--- config.mk ---
export PLATFORM = sky130hd
export DESIGN_NAME = srtDivider
export DESIGN_NICKNAME = d
export VERILOG_FILES = /design/src/srtDivPkg.sv /design/src/divOperandPrep.sv /design/src/quotientSelect.sv /design/src/divIterControl.sv /design/src/onTheFlyConvert.sv /design/src/resultFixup.sv /design/src/srtDivider.sv
export VERILOG_INCLUDE_DIRS = /design/src /design/src/src
export SDC_FILE = /design/constraint.sdc
export NUM_CORES = 1
export LEC_CHECK = 0
export ABC_AREA = 1
export BUFFER_PORTS_ARGS = -buffer_cell sky130_fd_sc_hd__buf_2
export CAP_MARGIN = 40
export CELL_PAD_IN_SITES_DETAIL_PLACEMENT = 1
export CELL_PAD_IN_SITES_GLOBAL_PLACEMENT = 2
export CORE_UTILIZATION = 38
export DETAILED_ROUTE_END_ITERATION = 10
export MAX_ROUTING_LAYER = met4
export PLACE_DENSITY_LB_ADDON = 0.08
export REMOVE_ABC_BUFFERS = 1
export SLEW_MARGIN = 20
export SYNTH_ARGS = -nofsm -noshare
export SYNTH_HDL_FRONTEND = slang
export SYNTH_SLANG_ARGS = --single-unit
--- constraint.sdc ---
create_clock -name Clk -period 10.18 [get_ports Clk]
set_clock_uncertainty 0.2 [all_clocks]
set_input_delay 2.036 -clock Clk [delete_from_list [all_inputs] [get_ports Clk]]
set_output_delay 2.036 -clock Clk [all_outputs]
set_load 0.05 [all_outputs]
--- src/srtDiv_defs.svh ---
`ifndef SRTDIV_DEFS_SVH
`define SRTDIV_DEFS_SVH

// operand and quotient width
`define DIV_WIDTH 32

// write-back register address
`define TAG_WIDTH 5

// partial remainder with sign bit and room for twice the divisor
`define REM_WIDTH (`DIV_WIDTH + 3)

// leading-zero count, 0 to 32
`define SHIFT_WIDTH 6

// iteration counter, 1 to 17
`define ITER_WIDTH 5

// selection table inputs
`define SEL_DIVISOR_BITS 4
`define SEL_REM_BITS 6

`endif

--- src/srtDivPkg.sv ---
`include "srtDiv_defs.svh"

package srtDivPkg;

    // radix-4 digit set, two's complement coded
    typedef enum logic [2:0] {
        qZero = 3'b000,
        qPos1 = 3'b001,
        qPos2 = 3'b010,
        qNeg2 = 3'b110,
        qNeg1 = 3'b111
    } quoDigitE;

    typedef struct packed {
        logic                    isSigned;
        logic [`DIV_WIDTH-1:0]   dividend;
        logic [`DIV_WIDTH-1:0]   divisor;
        logic [`TAG_WIDTH-1:0]   tag;
    } divReqT;

    typedef struct packed {
        logic [`DIV_WIDTH-1:0]   quotient;
        logic [`TAG_WIDTH-1:0]   tag;
    } divRespT;

    typedef struct packed {
        logic [`REM_WIDTH-1:0]   remInit;
        logic [`DIV_WIDTH-1:0]   divisorNorm;
        logic [`ITER_WIDTH-1:0]  iterCount;
        logic                    negQuot;
        logic                    divByZero;
        logic [`TAG_WIDTH-1:0]   tag;
    } prepT;

endpackage

--- src/divOperandPrep.sv ---
`timescale 1ns/1ps
`include "srtDiv_defs.svh"

module divOperandPrep import srtDivPkg::*; (
    input  divReqT req,
    output prepT   prep
);

    logic                     dividendNeg;
    logic                     divisorNeg;
    logic [`DIV_WIDTH-1:0]    dividendMag;
    logic [`DIV_WIDTH-1:0]    divisorMag;
    logic [7:0]               grpZero;
    logic [1:0]               grpLz [8];
    logic [`SHIFT_WIDTH-1:0]  lzCount;
    logic [`SHIFT_WIDTH-1:0]  iterWide;

    assign dividendNeg = req.isSigned & req.dividend[`DIV_WIDTH-1];
    assign divisorNeg  = req.isSigned & req.divisor[`DIV_WIDTH-1];

    // most negative value maps onto 2^31 unsigned
    assign dividendMag = dividendNeg ? -req.dividend : req.dividend;
    assign divisorMag  = divisorNeg ? -req.divisor : req.divisor;

    // per-nibble zero flag and leading zeros, group 0 is the top nibble
    always_comb begin
        logic [3:0] nib;
        for (int g = 0; g < 8; g++) begin
            nib = divisorMag[`DIV_WIDTH-1-4*g -: 4];
            grpZero[g] = (nib == 4'b0000);
            if (nib[3]) begin
                grpLz[g] = 2'd0;
            end else if (nib[2]) begin
                grpLz[g] = 2'd1;
            end else if (nib[1]) begin
                grpLz[g] = 2'd2;
            end else begin
                grpLz[g] = 2'd3;
            end
        end
    end

    // priority encode, topmost nonzero group wins
    always_comb begin
        lzCount = `SHIFT_WIDTH'(32);
        for (int g = 7; g >= 0; g--) begin
            if (!grpZero[g]) begin
                lzCount = {1'b0, 3'(g), 2'b00} + {4'b0000, grpLz[g]};
            end
        end
    end

    // odd counts take one digit more, so the dividend sits one bit lower
    assign iterWide = ((lzCount + `SHIFT_WIDTH'(1)) >> 1) + `SHIFT_WIDTH'(1);

    assign prep.remInit     = lzCount[0] ? {3'b000, dividendMag} : {2'b00, dividendMag, 1'b0};
    assign prep.divisorNorm = divisorMag << lzCount;
    assign prep.iterCount   = iterWide[`ITER_WIDTH-1:0];
    assign prep.negQuot     = dividendNeg ^ divisorNeg;
    assign prep.divByZero   = (req.divisor == '0);
    assign prep.tag         = req.tag;

endmodule

--- src/quotientSelect.sv ---
`timescale 1ns/1ps
`include "srtDiv_defs.svh"

module quotientSelect import srtDivPkg::*; (
    input  logic        [`SEL_DIVISOR_BITS-1:0] divisorTop,
    input  logic signed [`SEL_REM_BITS-1:0]     remTop,
    output quoDigitE                            digit
);

    logic signed [`SEL_REM_BITS-1:0] thr2;
    logic signed [`SEL_REM_BITS-1:0] thr1;
    logic signed [`SEL_REM_BITS-1:0] thr0;
    logic signed [`SEL_REM_BITS-1:0] thrN1;
    logic                            inRange;

    // thresholds on 4w in sixteenths, one row per divisor interval
    always_comb begin
        inRange = 1'b1;
        case (divisorTop)
            4'b1000: begin
                thr2 = 12; thr1 = 4; thr0 = -4; thrN1 = -13;
            end
            4'b1001: begin
                thr2 = 14; thr1 = 4; thr0 = -6; thrN1 = -15;
            end
            4'b1010: begin
                thr2 = 15; thr1 = 4; thr0 = -6; thrN1 = -16;
            end
            4'b1011: begin
                thr2 = 16; thr1 = 4; thr0 = -6; thrN1 = -18;
            end
            4'b1100: begin
                thr2 = 18; thr1 = 6; thr0 = -8; thrN1 = -20;
            end
            4'b1101: begin
                thr2 = 20; thr1 = 6; thr0 = -8; thrN1 = -20;
            end
            4'b1110: begin
                thr2 = 20; thr1 = 8; thr0 = -8; thrN1 = -22;
            end
            4'b1111: begin
                thr2 = 24; thr1 = 8; thr0 = -8; thrN1 = -24;
            end
            default: begin
                // unnormalized divisor, only seen on divide by zero
                thr2 = 0; thr1 = 0; thr0 = 0; thrN1 = 0;
                inRange = 1'b0;
            end
        endcase
    end

    always_comb begin
        if (!inRange) begin
            digit = qZero;
        end else if (remTop >= thr2) begin
            digit = qPos2;
        end else if (remTop >= thr1) begin
            digit = qPos1;
        end else if (remTop >= thr0) begin
            digit = qZero;
        end else if (remTop >= thrN1) begin
            digit = qNeg1;
        end else begin
            digit = qNeg2;
        end
    end

endmodule

--- src/divIterControl.sv ---
`timescale 1ns/1ps
`include "srtDiv_defs.svh"

module divIterControl import srtDivPkg::*; (
    input  logic                               Clk,
    input  logic                               arstN,
    input  logic                               start,
    input  prepT                               prep,
    input  quoDigitE                           digit,
    output logic                               ready,
    output logic        [`SEL_DIVISOR_BITS-1:0] divisorTop,
    output logic signed [`SEL_REM_BITS-1:0]     remTop,
    output logic                               digitValid,
    output logic                               convClear,
    output logic                               finish,
    output logic                               remNegative,
    output logic                               negQuot,
    output logic                               divByZero,
    output logic        [`TAG_WIDTH-1:0]       tag
);

    typedef enum logic [1:0] {
        sIdle   = 2'd0,
        sIter   = 2'd1,
        sFinish = 2'd2
    } stateE;

    stateE                    state;
    logic [`ITER_WIDTH-1:0]   iterCnt;
    logic                     firstIter;
    logic [`REM_WIDTH-1:0]    remReg;
    logic [`DIV_WIDTH-1:0]    divisorReg;
    logic [`REM_WIDTH:0]      remShifted;
    logic [`REM_WIDTH:0]      divisorX2;
    logic [`REM_WIDTH:0]      divisorX4;
    logic [`REM_WIDTH:0]      remNext;

    // first step uses the loaded dividend as 4w directly
    assign remShifted = firstIter ? {remReg[`REM_WIDTH-1], remReg}
                                  : {remReg[`REM_WIDTH-2:0], 2'b00};

    // divisor sits one bit up in the remainder frame
    assign divisorX2 = {3'b000, divisorReg, 1'b0};
    assign divisorX4 = {2'b00, divisorReg, 2'b00};

    always_comb begin
        case (digit)
            qPos2:   remNext = remShifted - divisorX4;
            qPos1:   remNext = remShifted - divisorX2;
            qNeg1:   remNext = remShifted + divisorX2;
            qNeg2:   remNext = remShifted + divisorX4;
            default: remNext = remShifted;
        endcase
    end

    // estimate saturates, anything beyond +-2 picks a full digit anyway
    always_comb begin
        case (remShifted[`REM_WIDTH -: 2])
            2'b01:   remTop = 6'sb011111;
            2'b10:   remTop = 6'sb100000;
            default: remTop = remShifted[`REM_WIDTH-1 -: `SEL_REM_BITS];
        endcase
    end

    assign divisorTop  = divisorReg[`DIV_WIDTH-1 -: `SEL_DIVISOR_BITS];
    assign ready       = (state == sIdle);
    assign digitValid  = (state == sIter);
    assign finish      = (state == sFinish);
    assign convClear   = start & (state == sIdle);
    assign remNegative = remReg[`REM_WIDTH-1];

    always_ff @(posedge Clk or negedge arstN) begin
        if (!arstN) begin
            state     <= sIdle;
            iterCnt   <= '0;
            firstIter <= 1'b0;
        end else begin
            case (state)
                sIdle: begin
                    if (start) begin
                        state     <= sIter;
                        iterCnt   <= prep.iterCount;
                        firstIter <= 1'b1;
                    end
                end
                sIter: begin
                    firstIter <= 1'b0;
                    iterCnt   <= iterCnt - 1'b1;
                    if (iterCnt == `ITER_WIDTH'(1)) begin
                        state <= sFinish;
                    end
                end
                default: begin
                    state <= sIdle;
                end
            endcase
        end
    end

    // held operands and partial remainder
    always_ff @(posedge Clk) begin
        if (start && state == sIdle) begin
            remReg     <= prep.remInit;
            divisorReg <= prep.divisorNorm;
            negQuot    <= prep.negQuot;
            divByZero  <= prep.divByZero;
            tag        <= prep.tag;
        end else if (state == sIter) begin
            remReg <= remNext[`REM_WIDTH-1:0];
        end
    end

    startOnlyWhenIdle: assert property (
        @(posedge Clk) disable iff (!arstN) start |-> state == sIdle);

    // selection table is only valid for a normalized divisor
    divisorNormalized: assert property (
        @(posedge Clk) disable iff (!arstN)
        (state == sIter && !divByZero) |-> divisorReg[`DIV_WIDTH-1]);

endmodule

--- src/onTheFlyConvert.sv ---
`timescale 1ns/1ps
`include "srtDiv_defs.svh"

module onTheFlyConvert import srtDivPkg::*; (
    input  logic                   Clk,
    input  logic                   arstN,
    input  logic                   convClear,
    input  logic                   digitValid,
    input  quoDigitE               digit,
    output logic [`DIV_WIDTH-1:0]  quot,
    output logic [`DIV_WIDTH-1:0]  quotMinus
);

    logic [`DIV_WIDTH-3:0] qLow;
    logic [`DIV_WIDTH-3:0] qmLow;

    assign qLow  = quot[`DIV_WIDTH-3:0];
    assign qmLow = quotMinus[`DIV_WIDTH-3:0];

    // quotMinus tracks quot minus one, so it starts at all ones
    always_ff @(posedge Clk or negedge arstN) begin
        if (!arstN) begin
            quot      <= '0;
            quotMinus <= '1;
        end else if (convClear) begin
            quot      <= '0;
            quotMinus <= '1;
        end else if (digitValid) begin
            case (digit)
                qPos2: begin
                    quot      <= {qLow, 2'b10};
                    quotMinus <= {qLow, 2'b01};
                end
                qPos1: begin
                    quot      <= {qLow, 2'b01};
                    quotMinus <= {qLow, 2'b00};
                end
                qNeg1: begin
                    quot      <= {qmLow, 2'b11};
                    quotMinus <= {qmLow, 2'b10};
                end
                qNeg2: begin
                    quot      <= {qmLow, 2'b10};
                    quotMinus <= {qmLow, 2'b01};
                end
                default: begin
                    quot      <= {qLow, 2'b00};
                    quotMinus <= {qmLow, 2'b11};
                end
            endcase
        end
    end

    digitLegal: assert property (
        @(posedge Clk) disable iff (!arstN)
        digitValid |-> digit inside {qPos2, qPos1, qZero, qNeg1, qNeg2});

endmodule

--- src/resultFixup.sv ---
`timescale 1ns/1ps
`include "srtDiv_defs.svh"

module resultFixup import srtDivPkg::*; (
    input  logic                   Clk,
    input  logic                   arstN,
    input  logic                   finish,
    input  logic                   remNegative,
    input  logic                   negQuot,
    input  logic                   divByZero,
    input  logic [`TAG_WIDTH-1:0]  tag,
    input  logic [`DIV_WIDTH-1:0]  quot,
    input  logic [`DIV_WIDTH-1:0]  quotMinus,
    output logic                   done,
    output divRespT                resp
);

    logic [`DIV_WIDTH-1:0] quotCorr;
    logic [`DIV_WIDTH-1:0] quotSigned;
    logic [`DIV_WIDTH-1:0] quotFinal;

    // negative last remainder means one digit too many was taken
    assign quotCorr   = remNegative ? quotMinus : quot;
    assign quotSigned = negQuot ? -quotCorr : quotCorr;

    // divide by zero returns all ones, no trap
    assign quotFinal  = divByZero ? '1 : quotSigned;

    always_ff @(posedge Clk) begin
        if (finish) begin
            resp.quotient <= quotFinal;
            resp.tag      <= tag;
        end
    end

    always_ff @(posedge Clk or negedge arstN) begin
        if (!arstN) begin
            done <= 1'b0;
        end else begin
            done <= finish;
        end
    end

endmodule

--- src/srtDivider.sv ---
`timescale 1ns/1ps
`include "srtDiv_defs.svh"

module srtDivider import srtDivPkg::*; (
    input  logic    Clk,
    input  logic    arstN,
    input  logic    start,
    input  divReqT  req,
    output logic    ready,
    output logic    done,
    output divRespT resp
);

    prepT                               prep;
    quoDigitE                           digit;
    logic        [`SEL_DIVISOR_BITS-1:0] divisorTop;
    logic signed [`SEL_REM_BITS-1:0]     remTop;
    logic                               digitValid;
    logic                               convClear;
    logic                               finish;
    logic                               remNegative;
    logic                               negQuot;
    logic                               divByZero;
    logic        [`TAG_WIDTH-1:0]       tag;
    logic        [`DIV_WIDTH-1:0]       quot;
    logic        [`DIV_WIDTH-1:0]       quotMinus;

    divOperandPrep u_divOperandPrep (
        .req  (req),
        .prep (prep)
    );

    divIterControl u_divIterControl (
        .Clk         (Clk),
        .arstN       (arstN),
        .start       (start),
        .prep        (prep),
        .digit       (digit),
        .ready       (ready),
        .divisorTop  (divisorTop),
        .remTop      (remTop),
        .digitValid  (digitValid),
        .convClear   (convClear),
        .finish      (finish),
        .remNegative (remNegative),
        .negQuot     (negQuot),
        .divByZero   (divByZero),
        .tag         (tag)
    );

    quotientSelect u_quotientSelect (
        .divisorTop (divisorTop),
        .remTop     (remTop),
        .digit      (digit)
    );

    onTheFlyConvert u_onTheFlyConvert (
        .Clk        (Clk),
        .arstN      (arstN),
        .convClear  (convClear),
        .digitValid (digitValid),
        .digit      (digit),
        .quot       (quot),
        .quotMinus  (quotMinus)
    );

    resultFixup u_resultFixup (
        .Clk         (Clk),
        .arstN       (arstN),
        .finish      (finish),
        .remNegative (remNegative),
        .negQuot     (negQuot),
        .divByZero   (divByZero),
        .tag         (tag),
        .quot        (quot),
        .quotMinus   (quotMinus),
        .done        (done),
        .resp        (resp)
    );

endmodule

==> metrics.cfg <==
[run_status]
status = complete, no violations

[timing]
rsz0062_at_grt = no
min_period_over_period_pct = 76.6
hold_viol_final = 0
fmax_mhz = 128
period_minus_slack_ns = 7.80
fin_setup_tns_ns = 0
slew_headroom_pct = 41.3
setup_violations = 0
slew_violations = 0
tightest_slew_ns = 0.881

[clock_network]
post_cts_resized = 0
clk_pin_slew_worst_paths_ns = 0.09
htreeDepth = 4
cts_max_path_buffers = 2
cts_tree = built
post_cts_buffers = 0
cts.sinks = 184
cts_made_buffers = 17
root_buffer = clkbuf_16
cts_hold_buf = 0
clock_latency_ns = 0.50

[die]
die_h_microns = 225
ios = 112
dieArea_sq_um = 50700
die_width_microns = 225
num_rows = 81
initial_core_util_pct = 38.6
coreArea_sq_um = 49100

[global_route]
grt_usage_pct = 29.3
grt_first_pass_wirelength_microns = 113000
grt_overflow = 0
grt_max_degree = 78
antenna_found_initial = 8
first_global_vias = 20000

[route]
num_vias = 20100
ant_nets = 0
dr.pass1.iters = 5
finalWirelength_microns = 71500
post_drt_via_cell_ratio = 5.59
dr.first_iter.drc_count = 1281
drc_errors = 0
wl_per_cell_microns = 19.8

[yosys]
yosysSeqAreaShare_pct = 27.5
synth_ff_type = edfxtp_1
ys_types = 67
synth_top_area_share_pct = 17.6
syn_avg_cell_area_sq_um = 6.57
async_reset_ff_share_pct = 39.7
synth.cell_area_sq_um = 18900
syn_inst = 2884
synthTopCellsByArea = edfxtp_1, nand2_1, o21ai_0, nand3_1, ha_1
synth_seq_cells = 184
yosysWarnings = 0
synth.top_cells.by_count = nand2_1, o21ai_0, nand3_1
synth_top_area_cell = edfxtp_1
post-synth-top-count-cell = nand2_1
synth-edff-count = 111

[place]
place_area_sq_um = 20000
gp_congestion = 0.906
io_buffers = 111
hpwl_microns = 54900

[layout]
drive_above_1_share_pct = 9.66
final_nets = 3085
final_area_sq_um = 20700
synthToLayoutAreaGrowth_pct = 9.26

[critical_path]
crit_type = flop to flop
critPathLaunch = u_divIterControl.firstIter$_DFFE_PN0P_
cp-end-kind = flop
cp.required_ns = 10.20
cpPeakStageDelay_ns = 0.59
cp_max_fo = 35
worstReg2RegStart = u_divIterControl.firstIter$_DFFE_PN0P_
start_kind = flop
crit_slowest_cell = o21ai_0
critPathArrivalTime_ns = 7.82

[worst_hold_path]
hp-start = u_divIterControl.tag[2]$_DFFE_PP_
hold_path.class = flop to flop

[run]
maxCapViolations = 0

## flip-flops by register name, summed over array words and instances, names as in the netlist
name and flops:
u_divIterControl.iterCnt 5, u_divIterControl.firstIter 1, u_divIterControl.state 2, u_onTheFlyConvert.quotMinus 32, u_divIterControl.negQuot 1, u_onTheFlyConvert.quot 32
u_divIterControl.divByZero 1, u_resultFixup.done 1, u_divIterControl.tag 5, u_divIterControl.remReg 35, u_divIterControl.divisorReg 32, u_resultFixup.resp 37
## critical path: cells and delay by family (launching register included)
family	cells	cell delay [ns]
AOI/OAI and AO/OA	14	3.36
DFF	1	0.46
buffers and inverters	4	0.35
and+or+nand+nor	15	2.21
adders and majority gates	3	0.94
## final timing paths
check                                                                   end  slack [ns]  cells after the start
worst max-delay path              u_divIterControl.remReg[33]$_SDFFCE_PP0P_        2.38                     36
worst min-delay path                        u_resultFixup.resp[2]$_DFFE_PP_        0.23                      0
worst max register to register    u_divIterControl.remReg[33]$_SDFFCE_PP0P_        2.38                     36
worst min register to register              u_resultFixup.resp[2]$_DFFE_PP_        0.23                      0
max in group asynchronous       u_onTheFlyConvert.quotMinus[26]$_DFFE_PN1P_        7.89                      2
min in group asynchronous            u_onTheFlyConvert.quot[10]$_DFFE_PN0P_        1.24                      1
## layout by cell type (no fill, tap or decap), drive strengths merged, types with 2 or more instances in the layout
| cell type | n |
|---|---|
| o21a | 9 |
| ha | 93 |
| xnor2 | 30 |
| or2 | 15 |
| dfstp | 32 |
| nand3 | 296 |
| edfxtp | 111 |
| nor3b | 3 |
| clkinv | 13 |
| nor2 | 258 |
| o22ai | 16 |
| diode | 10 |
| xor2 | 60 |
| nand4 | 27 |
| o31ai | 3 |
| o221ai | 3 |
| o2111ai | 31 |
| clkbuf | 17 |
| nor4 | 16 |
| o21bai | 8 |
| fa | 2 |
| buf | 138 |
| nand3b | 17 |
| o21ai | 321 |
| a211oi | 4 |
| inv | 290 |
| dfrtp | 41 |
| a41oi | 6 |
| and2 | 2 |
| o211ai | 48 |
| a21o | 10 |
| a21boi | 9 |
| a221oi | 4 |
| a31oi | 10 |
| a21oi | 187 |
| nor3 | 41 |
| nand2 | 752 |
## metal layers
layer  vias up  track usage (%)  routed length [microns]
li1       9902                -                        -
met3        51             3.96                     2420
met5         -                -                        0
met2       347             46.7                    33800
met1      9836             39.0                    34200
met4         0             7.94                     1070
## cell type report
class / instances / area (sq um)
antenna: 10 / 25.0
clock buffer: 17 / 425
clock inverter: 15 / 155
fill: 6554 / 28400
inverter: 289 / 1090
multi-input combinational: 2287 / 12100
sequential: 184 / 5200
tap: 664 / 831
timing repair buffer: 138 / 878
## logic make-up (layout without fill, tap and decap cells)
family / after synthesis / after routing / share of synthesized area (%)
DFF: 184 / 184 / 27.5
other: 0 / 10 / 0
adders and majority gates: 95 / 95 / 6.36
buffers and inverters: 413 / 459 / 8.82
AOI/OAI and AO/OA: 673 / 673 / 20.2
and+or+nand+nor: 1428 / 1428 / 32.9
xor gates and xnor gates: 90 / 90 / 4.24
muxes: 1 / 1 / 0.0529
## per-stage QoR
step	worst slack [ns]	util, %	std cells	hold slack, ns
after floorplan	1.89	-	2760	0.200
after global placement	2.66	40.6	3555	0.201
after detailed placement	2.50	40.9	3560	0.213
after CTS	2.42	42.0	3592	0.231
after global routing	1.53	42.2	3602	0.239
final	2.38	42.2	3604	0.227
Power is left out: the tool's default activity adds up to more than one toggle a clock period on the data nets, which glitch-free logic cannot reach.
